### src/hw/stackCpuPkg.sv
package stackCpuPkg;

   localparam int AddrWidth = 12;
   localparam int DataWidth = 16;

   typedef logic [AddrWidth-1:0] addrWord_t;
   typedef logic [DataWidth-1:0] dataWord_t;

   // top nibble of the instruction word
   typedef enum logic [3:0] {
      OpPush = 4'h0,
      OpAsp  = 4'h4,
      OpCall = 4'h5,
      OpJa   = 4'h6,
      OpJp   = 4'h8,
      OpJn   = 4'h9,
      OpJz   = 4'hA,
      OpJnz  = 4'hB,
      OpJodd = 4'hC
   } opcode_t;

   localparam dataWord_t HaltWord = 16'hFFFF;

   typedef enum logic [2:0] {
      StIdle    = 3'd0,
      StFetch   = 3'd1,
      StDecode  = 3'd2,
      StExecute = 3'd3,
      StHalt    = 3'd4
   } cpuState_t;

   // one memory access, read when write is low
   typedef struct packed {
      addrWord_t address;
      dataWord_t wdata;
      logic      write;
   } busReq_t;

   typedef struct packed {
      opcode_t   op;
      addrWord_t target;
      logic      isHalt;
      logic      isCondJump;
   } decodedInstr_t;

endpackage

### src/hw/memBusMaster.sv
`timescale 1ns/1ps

module memBusMaster import stackCpuPkg::*; (
   input  logic      clk,
   input  logic      rstn,
   input  busReq_t   req,
   input  logic      issue,
   input  logic      valid,
   input  dataWord_t rdata,
   output addrWord_t address,
   output dataWord_t wdata,
   output logic      write,
   output logic      select,
   output logic      done,
   output dataWord_t readWord
);

   // request held on the bus until the memory answers
   always_ff @(posedge clk) begin
      if (!rstn) begin
         address <= '0;
         wdata   <= '0;
         write   <= 1'b0;
         select  <= 1'b0;
      end
      else if (issue) begin
         address <= req.address;
         wdata   <= req.wdata;
         write   <= req.write;
         select  <= 1'b1;
      end
      else if (valid && select) begin
         wdata  <= '0;
         write  <= 1'b0;
         select <= 1'b0;
      end
   end

   always_ff @(posedge clk) begin
      if (!rstn) begin
         done <= 1'b0;
      end
      else begin
         done <= valid && select;
      end
   end

   // rdata only meaningful in the valid cycle
   always_ff @(posedge clk) begin
      if (valid && select) begin
         readWord <= rdata;
      end
   end

endmodule

### src/hw/instrDecode.sv
`timescale 1ns/1ps

module instrDecode import stackCpuPkg::*; (
   input  logic          clk,
   input  logic          rstn,
   input  logic          load,
   input  dataWord_t     word,
   output decodedInstr_t instr
);

   dataWord_t instrReg;
   opcode_t   op;
   logic      condJump;

   always_ff @(posedge clk) begin
      if (!rstn) begin
         instrReg <= '0;
      end
      else if (load) begin
         instrReg <= word;
      end
   end

   // unlisted opcodes pass through as raw values
   assign op = opcode_t'(instrReg[15:12]);

   always_comb begin
      case (op)
         OpJp, OpJn, OpJz, OpJnz, OpJodd: begin
            condJump = 1'b1;
         end
         default: begin
            condJump = 1'b0;
         end
      endcase
   end

   always_comb begin
      instr.op         = op;
      instr.target     = instrReg[AddrWidth-1:0];
      instr.isHalt     = (instrReg == HaltWord);
      instr.isCondJump = condJump;
   end

endmodule

### src/hw/execSequencer.sv
`timescale 1ns/1ps

module execSequencer import stackCpuPkg::*; #(
   parameter addrWord_t StackReset = '0
) (
   input  logic          clk,
   input  logic          rstn,
   input  decodedInstr_t instr,
   input  addrWord_t     pc,
   input  logic          busDone,
   input  dataWord_t     readWord,
   output busReq_t       busReq,
   output logic          busIssue,
   output logic          fetchLoad,
   output logic          pcAdvance,
   output logic          pcJump,
   output logic          popLoad,
   output logic          halt
);

   cpuState_t state;
   cpuState_t stateNext;
   addrWord_t sp;
   addrWord_t spNext;
   addrWord_t spBelow;
   addrWord_t retAddr;
   logic      busPending;
   logic      step;
   logic      stepNext;

   // stack grows downward
   assign spBelow = sp - 1'b1;
   assign retAddr = pc + 1'b1;

   assign halt      = (state == StHalt);
   assign fetchLoad = (state == StFetch) && busDone;

   always_ff @(posedge clk) begin
      if (!rstn) begin
         state      <= StIdle;
         sp         <= StackReset;
         step       <= 1'b0;
         busPending <= 1'b0;
      end
      else begin
         state <= stateNext;
         sp    <= spNext;
         step  <= stepNext;
         if (busIssue) begin
            busPending <= 1'b1;
         end
         else if (busDone) begin
            busPending <= 1'b0;
         end
      end
   end

   always_comb begin
      stateNext = state;
      spNext    = sp;
      stepNext  = step;
      busReq    = '0;
      busIssue  = 1'b0;
      pcAdvance = 1'b0;
      pcJump    = 1'b0;
      popLoad   = 1'b0;
      case (state)
         StIdle: begin
            stateNext = StFetch;
         end
         StFetch: begin
            if (!busPending) begin
               busIssue       = 1'b1;
               busReq.address = pc;
            end
            if (busDone) begin
               stateNext = StDecode;
            end
         end
         StDecode: begin
            stepNext = 1'b0;
            if (instr.isHalt) begin
               stateNext = StHalt;
            end
            else begin
               case (instr.op)
                  OpPush: begin
                     busIssue       = 1'b1;
                     busReq.address = instr.target;
                     stateNext      = StExecute;
                  end
                  OpCall: begin
                     busIssue  = 1'b1;
                     busReq    = '{address: spBelow,
                                   wdata: {{(DataWidth - AddrWidth){1'b0}}, retAddr},
                                   write: 1'b1};
                     spNext    = spBelow;
                     stateNext = StExecute;
                  end
                  OpAsp: begin
                     spNext    = instr.target;
                     pcAdvance = 1'b1;
                     stateNext = StFetch;
                  end
                  OpJa: begin
                     pcJump    = 1'b1;
                     stateNext = StFetch;
                  end
                  default: begin
                     if (instr.isCondJump) begin
                        // pop read at the top of stack
                        busIssue       = 1'b1;
                        busReq.address = sp;
                        stateNext      = StExecute;
                     end
                     else begin
                        pcAdvance = 1'b1;
                        stateNext = StFetch;
                     end
                  end
               endcase
            end
         end
         StExecute: begin
            if (busDone) begin
               if (instr.op == OpPush && !step) begin
                  // operand read back, now store it below sp
                  busIssue  = 1'b1;
                  busReq    = '{address: spBelow, wdata: readWord, write: 1'b1};
                  spNext    = spBelow;
                  stepNext  = 1'b1;
               end
               else if (instr.isCondJump) begin
                  popLoad  = 1'b1;
                  spNext   = sp + 1'b1;
                  stepNext = 1'b1;
               end
               else if (instr.op == OpCall) begin
                  pcJump    = 1'b1;
                  stateNext = StFetch;
               end
               else begin
                  pcAdvance = 1'b1;
                  stateNext = StFetch;
               end
            end
            else if (step && instr.isCondJump) begin
               // popped word is registered by now
               pcJump    = 1'b1;
               stateNext = StFetch;
            end
         end
         StHalt: begin
            stateNext = StHalt;
         end
         default: begin
            stateNext = StIdle;
         end
      endcase
   end

endmodule

### src/hw/branchResult.sv
`timescale 1ns/1ps

module branchResult import stackCpuPkg::*; #(
   parameter addrWord_t ResetVector = '0
) (
   input  logic          clk,
   input  logic          rstn,
   input  decodedInstr_t instr,
   input  dataWord_t     popWord,
   input  logic          popLoad,
   input  logic          pcAdvance,
   input  logic          pcJump,
   output addrWord_t     pc
);

   dataWord_t popReg;
   logic      positive;
   logic      zero;
   logic      odd;
   logic      jumpTaken;

   always_ff @(posedge clk) begin
      if (popLoad) begin
         popReg <= popWord;
      end
   end

   // flags of the popped word
   assign zero     = (popReg == '0);
   assign positive = !popReg[DataWidth-1] && !zero;
   assign odd      = popReg[0];

   always_comb begin
      case (instr.op)
         OpJp:         jumpTaken = positive;
         OpJn:         jumpTaken = !positive;
         OpJz:         jumpTaken = zero;
         OpJnz:        jumpTaken = !zero;
         OpJodd:       jumpTaken = odd;
         OpJa, OpCall: jumpTaken = 1'b1;
         default:      jumpTaken = 1'b0;
      endcase
   end

   always_ff @(posedge clk) begin
      if (!rstn) begin
         pc <= ResetVector;
      end
      else if (pcJump && jumpTaken) begin
         pc <= instr.target;
      end
      else if (pcJump || pcAdvance) begin
         pc <= pc + 1'b1;
      end
   end

endmodule

### src/hw/stackCpu.sv
`timescale 1ns/1ps

module stackCpu import stackCpuPkg::*; #(
   parameter addrWord_t StackReset  = '0,
   parameter addrWord_t ResetVector = '0
) (
   input  logic      clk,
   input  logic      rstn,
   output addrWord_t address,
   output dataWord_t wdata,
   output logic      write,
   output logic      select,
   output logic      halt,
   input  dataWord_t rdata,
   input  logic      valid
);

   busReq_t       busReq;
   logic          busIssue;
   logic          busDone;
   dataWord_t     readWord;
   logic          fetchLoad;
   decodedInstr_t instr;
   addrWord_t     pc;
   logic          pcAdvance;
   logic          pcJump;
   logic          popLoad;

   memBusMaster i_memBusMaster (
      .clk      (clk),
      .rstn     (rstn),
      .req      (busReq),
      .issue    (busIssue),
      .valid    (valid),
      .rdata    (rdata),
      .address  (address),
      .wdata    (wdata),
      .write    (write),
      .select   (select),
      .done     (busDone),
      .readWord (readWord)
   );

   instrDecode i_instrDecode (
      .clk   (clk),
      .rstn  (rstn),
      .load  (fetchLoad),
      .word  (readWord),
      .instr (instr)
   );

   execSequencer #(
      .StackReset (StackReset)
   ) i_execSequencer (
      .clk       (clk),
      .rstn      (rstn),
      .instr     (instr),
      .pc        (pc),
      .busDone   (busDone),
      .readWord  (readWord),
      .busReq    (busReq),
      .busIssue  (busIssue),
      .fetchLoad (fetchLoad),
      .pcAdvance (pcAdvance),
      .pcJump    (pcJump),
      .popLoad   (popLoad),
      .halt      (halt)
   );

   branchResult #(
      .ResetVector (ResetVector)
   ) i_branchResult (
      .clk       (clk),
      .rstn      (rstn),
      .instr     (instr),
      .popWord   (readWord),
      .popLoad   (popLoad),
      .pcAdvance (pcAdvance),
      .pcJump    (pcJump),
      .pc        (pc)
   );

endmodule

### config.mk
export PLATFORM = sky130hd
export DESIGN_NAME = stackCpu
export DESIGN_NICKNAME = d
export VERILOG_FILES = /design/src/hw/stackCpuPkg.sv /design/src/hw/memBusMaster.sv /design/src/hw/instrDecode.sv /design/src/hw/execSequencer.sv /design/src/hw/branchResult.sv /design/src/hw/stackCpu.sv
export SDC_FILE = /design/constraint.sdc
export NUM_CORES = 1
export LEC_CHECK = 0
export BUFFER_PORTS_ARGS = -buffer_cell sky130_fd_sc_hd__buf_2
export CAP_MARGIN = 20
export CORE_MARGIN = 1
export CORE_UTILIZATION = 25
export CTS_CLUSTER_SIZE = 10
export DETAILED_ROUTE_END_ITERATION = 10
export PLACE_DENSITY_LB_ADDON = 0.15
export SLEW_MARGIN = 20
export SYNTH_ARGS = -nofsm -noshare
export SYNTH_HDL_FRONTEND = slang
export SYNTH_SLANG_ARGS = --single-unit
### constraint.sdc
create_clock -name clk -period 4.2 [get_ports clk]
set_clock_uncertainty 0.15 [all_clocks]
set_input_delay 1.05 -clock clk [delete_from_list [all_inputs] [get_ports clk]]
set_output_delay 1.05 -clock clk [all_outputs]
set_load 0.02 [all_outputs]
==> results_dict.tcl <==
set metrics [dict create \
    outcome "finished clean" \
    ys_seq_area_frac 0.433 \
    final_core_util 0.287 \
    root_buffer "clkbuf_16" \
    rsz0062_at_grt "no" \
    fin_area_um2 6480 \
    drt_iter0_drc 457 \
    holdCritPathClass "flip-flop to flip-flop" \
    die_h_um 153 \
    io_pins 50 \
    layout_common_cells "nand2_1 (81), dfxtp_1 (76), nor2_1 (65), a21oi_1 (51), buf_2 (49)" \
    required_ps 4340 \
    layout.cells.most_common "nand2_1" \
    crit_path_frequent_cell "nor3_2" \
    place_ws_ps 908 \
    fin_crit_sh 0.800 \
    drt_wl_total_um 18800 \
    vias_per_cell 5.32 \
    synthArstFlopShare 0 \
    ant_nets 0 \
    cts_setup_buffers 0 \
    numCtsBuffers 9 \
    slew_headroom 0.282 \
    syn_area_per_cell_um2 8.90 \
    synth_edf_count 32 \
    routabilityCongestion 0.829 \
    fin_ws_ps 840 \
    fin_nets 680 \
    crit_arrival_ps 3500 \
    netlist_instances 644 \
    cts.path.max_buffers 2 \
    numPortBuffers 49 \
    worstSkewPairLatency_ps 360 \
    core_um2 22600 \
    antennaDiodeCount 0 \
    drive_above_1_share 0.160 \
    drc 0 \
    crit_slowest_cell "dfxtp_1" \
    cap_violations 0 \
    path_class "flip-flop to flip-flop" \
    drv_slew 0 \
    cts_sinks 108 \
    wire_per_inst_um 19.9 \
    p_leak_nw 2.30 \
    path_max_fanout 23 \
    synth_area_leaders "dfxtp_1 (27%), edfxtp_1 (17%), nand2_1 (5.3%)" \
    placed_area_um2 6160 \
    syn-num-nets 666 \
    antenna_found_initial 0 \
    grt_overflow 0 \
    ys_types 76 \
    p_per_area_nw_per_um2 351 \
    htree_levels 3 \
    area_delta_synth_final_pct 13.2 \
    synth_flop_cell "dfxtp_1" \
    end_kind "flip-flop" \
    yosysTopAreaCell "dfxtp_1" \
    row_count 55 \
    peakVddDrop_mv 0.177 \
    max_stage_delay_ps 860 \
    critPathLaunchType "flip-flop" \
    die_w_um 153 \
    setup_tns_ps 0 \
    start_util 0.254 \
    netlist_area_um2 5730 \
    timing.final.crit_period_ps 3360 \
    grt_pass1_vias 4880 \
    grt_usage 0.163 \
    fmax_ghz 0.298 \
    grt_pass1_wl_um 29700 \
    vias 5047 \
    setup_viol 0 \
    dp.final_hpwl_um 13400 \
    tightest_slew_ps 1070 \
    cts_tree "built" \
    first_pass_iters 5 \
    ys_warn_count 0 \
    dieArea_um2 23500 \
    path_cells "nand4_1 -> nor4_4 -> nor3_2 -> nor3_2 -> a221oi_1 -> a21oi_1" \
    finalHoldViolCount 0 \
    synth_top_area_share 0.266 \
    cts_resized 0 \
    clk_pin_slew_ps 80 \
    cts_hold_buf 0 \
    grt_max_degree 46 \
    ys_ff_latch 108 \
]
critical path: cells and delay by family, from the launching register on:
family / cells / cell delay, ps
compound gates: 2 / 380
simple gates: 4 / 1890
flops: 1 / 860
routing by layer:
layer,part of all wire,global-route usage
met4,0.013,0.0476
met5,0,0
met1,0.47,0.224
met2,0.46,0.264
met3,0.050,0.0247
path summary, 6_finish.rpt:
check | endpoint | startpoint | slack (ps) | depth (start not counted)
setup / recovery | i_memBusMaster.address[8] | i_instrDecode.instrReg[15] | 840 | 6
hold reg to reg | i_memBusMaster.address[4] | i_memBusMaster.address[4] | 310 | 2
hold / removal | i_memBusMaster.address[4] | i_memBusMaster.address[4] | 310 | 2
setup reg to reg | i_memBusMaster.address[8] | i_instrDecode.instrReg[15] | 840 | 6
where the power goes:
part           total [W]  switching (W)  internal [W]
sequential       0.00115      0.0000472       0.00110
clock           0.000938       0.000452      0.000486
combinational   0.000191       0.000124     0.0000668
cells in the mapped netlist, drive strengths merged, types with 8 or more instances:
library cell	instances
a211oi	13
a21oi	51
a221oi	10
a222oi	15
a22o	8
a22oi	14
a31oi	11
and3	10
buf	20
clkbuf	35
dfxtp	76
edfxtp	32
inv	8
nand2	81
nand3	20
nand4	10
nor2	68
nor3	12
nor4	10
o21ai	32
or2	8
xnor2	15
xor2	12
logic make-up after synthesis:
logic type      synth area share
simple gates               0.233
compound gates             0.230
flops                      0.433
buf+inv                   0.0491
xor+xnor                  0.0413
mux                      0.00699
fa+ha+maj                0.00655
flip-flops by register name (all words and copies together) (netlist names):
signal	cells
i_execSequencer.step	1
i_execSequencer.state	3
i_memBusMaster.write	1
i_memBusMaster.address	12
i_memBusMaster.wdata	16
i_memBusMaster.done	1
i_branchResult.popReg	16
i_execSequencer.sp	12
i_memBusMaster.select	1
i_instrDecode.instrReg	16
i_branchResult.pc	12
i_execSequencer.busPending	1
i_memBusMaster.readWord	16
stage by stage:
| stage | total power [W] | hold WS (ps) | instances |
|---|---|---|---|
| after detailed placement | 0.00136 | 308 | 932 |
| after global placement | 0.00136 | 300 | 932 |
| after CTS | 0.00230 | 319 | 948 |
| after floorplan | 0.00129 | 299 | 644 |
| final | 0.00228 | 314 | 948 |
| after global routing | 0.00237 | 331 | 948 |
final cells by class:
| class | instances | area (um2) |
|---|---|---|
| Clock inverter | 7 | 97.6 |
| Sequential cell | 108 | 2480 |
| Inverter | 8 | 30.0 |
| Timing Repair Buffer | 58 | 313 |
| Fill cell | 2421 | 16100 |
| Tap cell | 285 | 357 |
| Multi-Input combinational cell | 473 | 2980 |
| Clock buffer | 9 | 225 |
(Power assumes the default switching activity.)
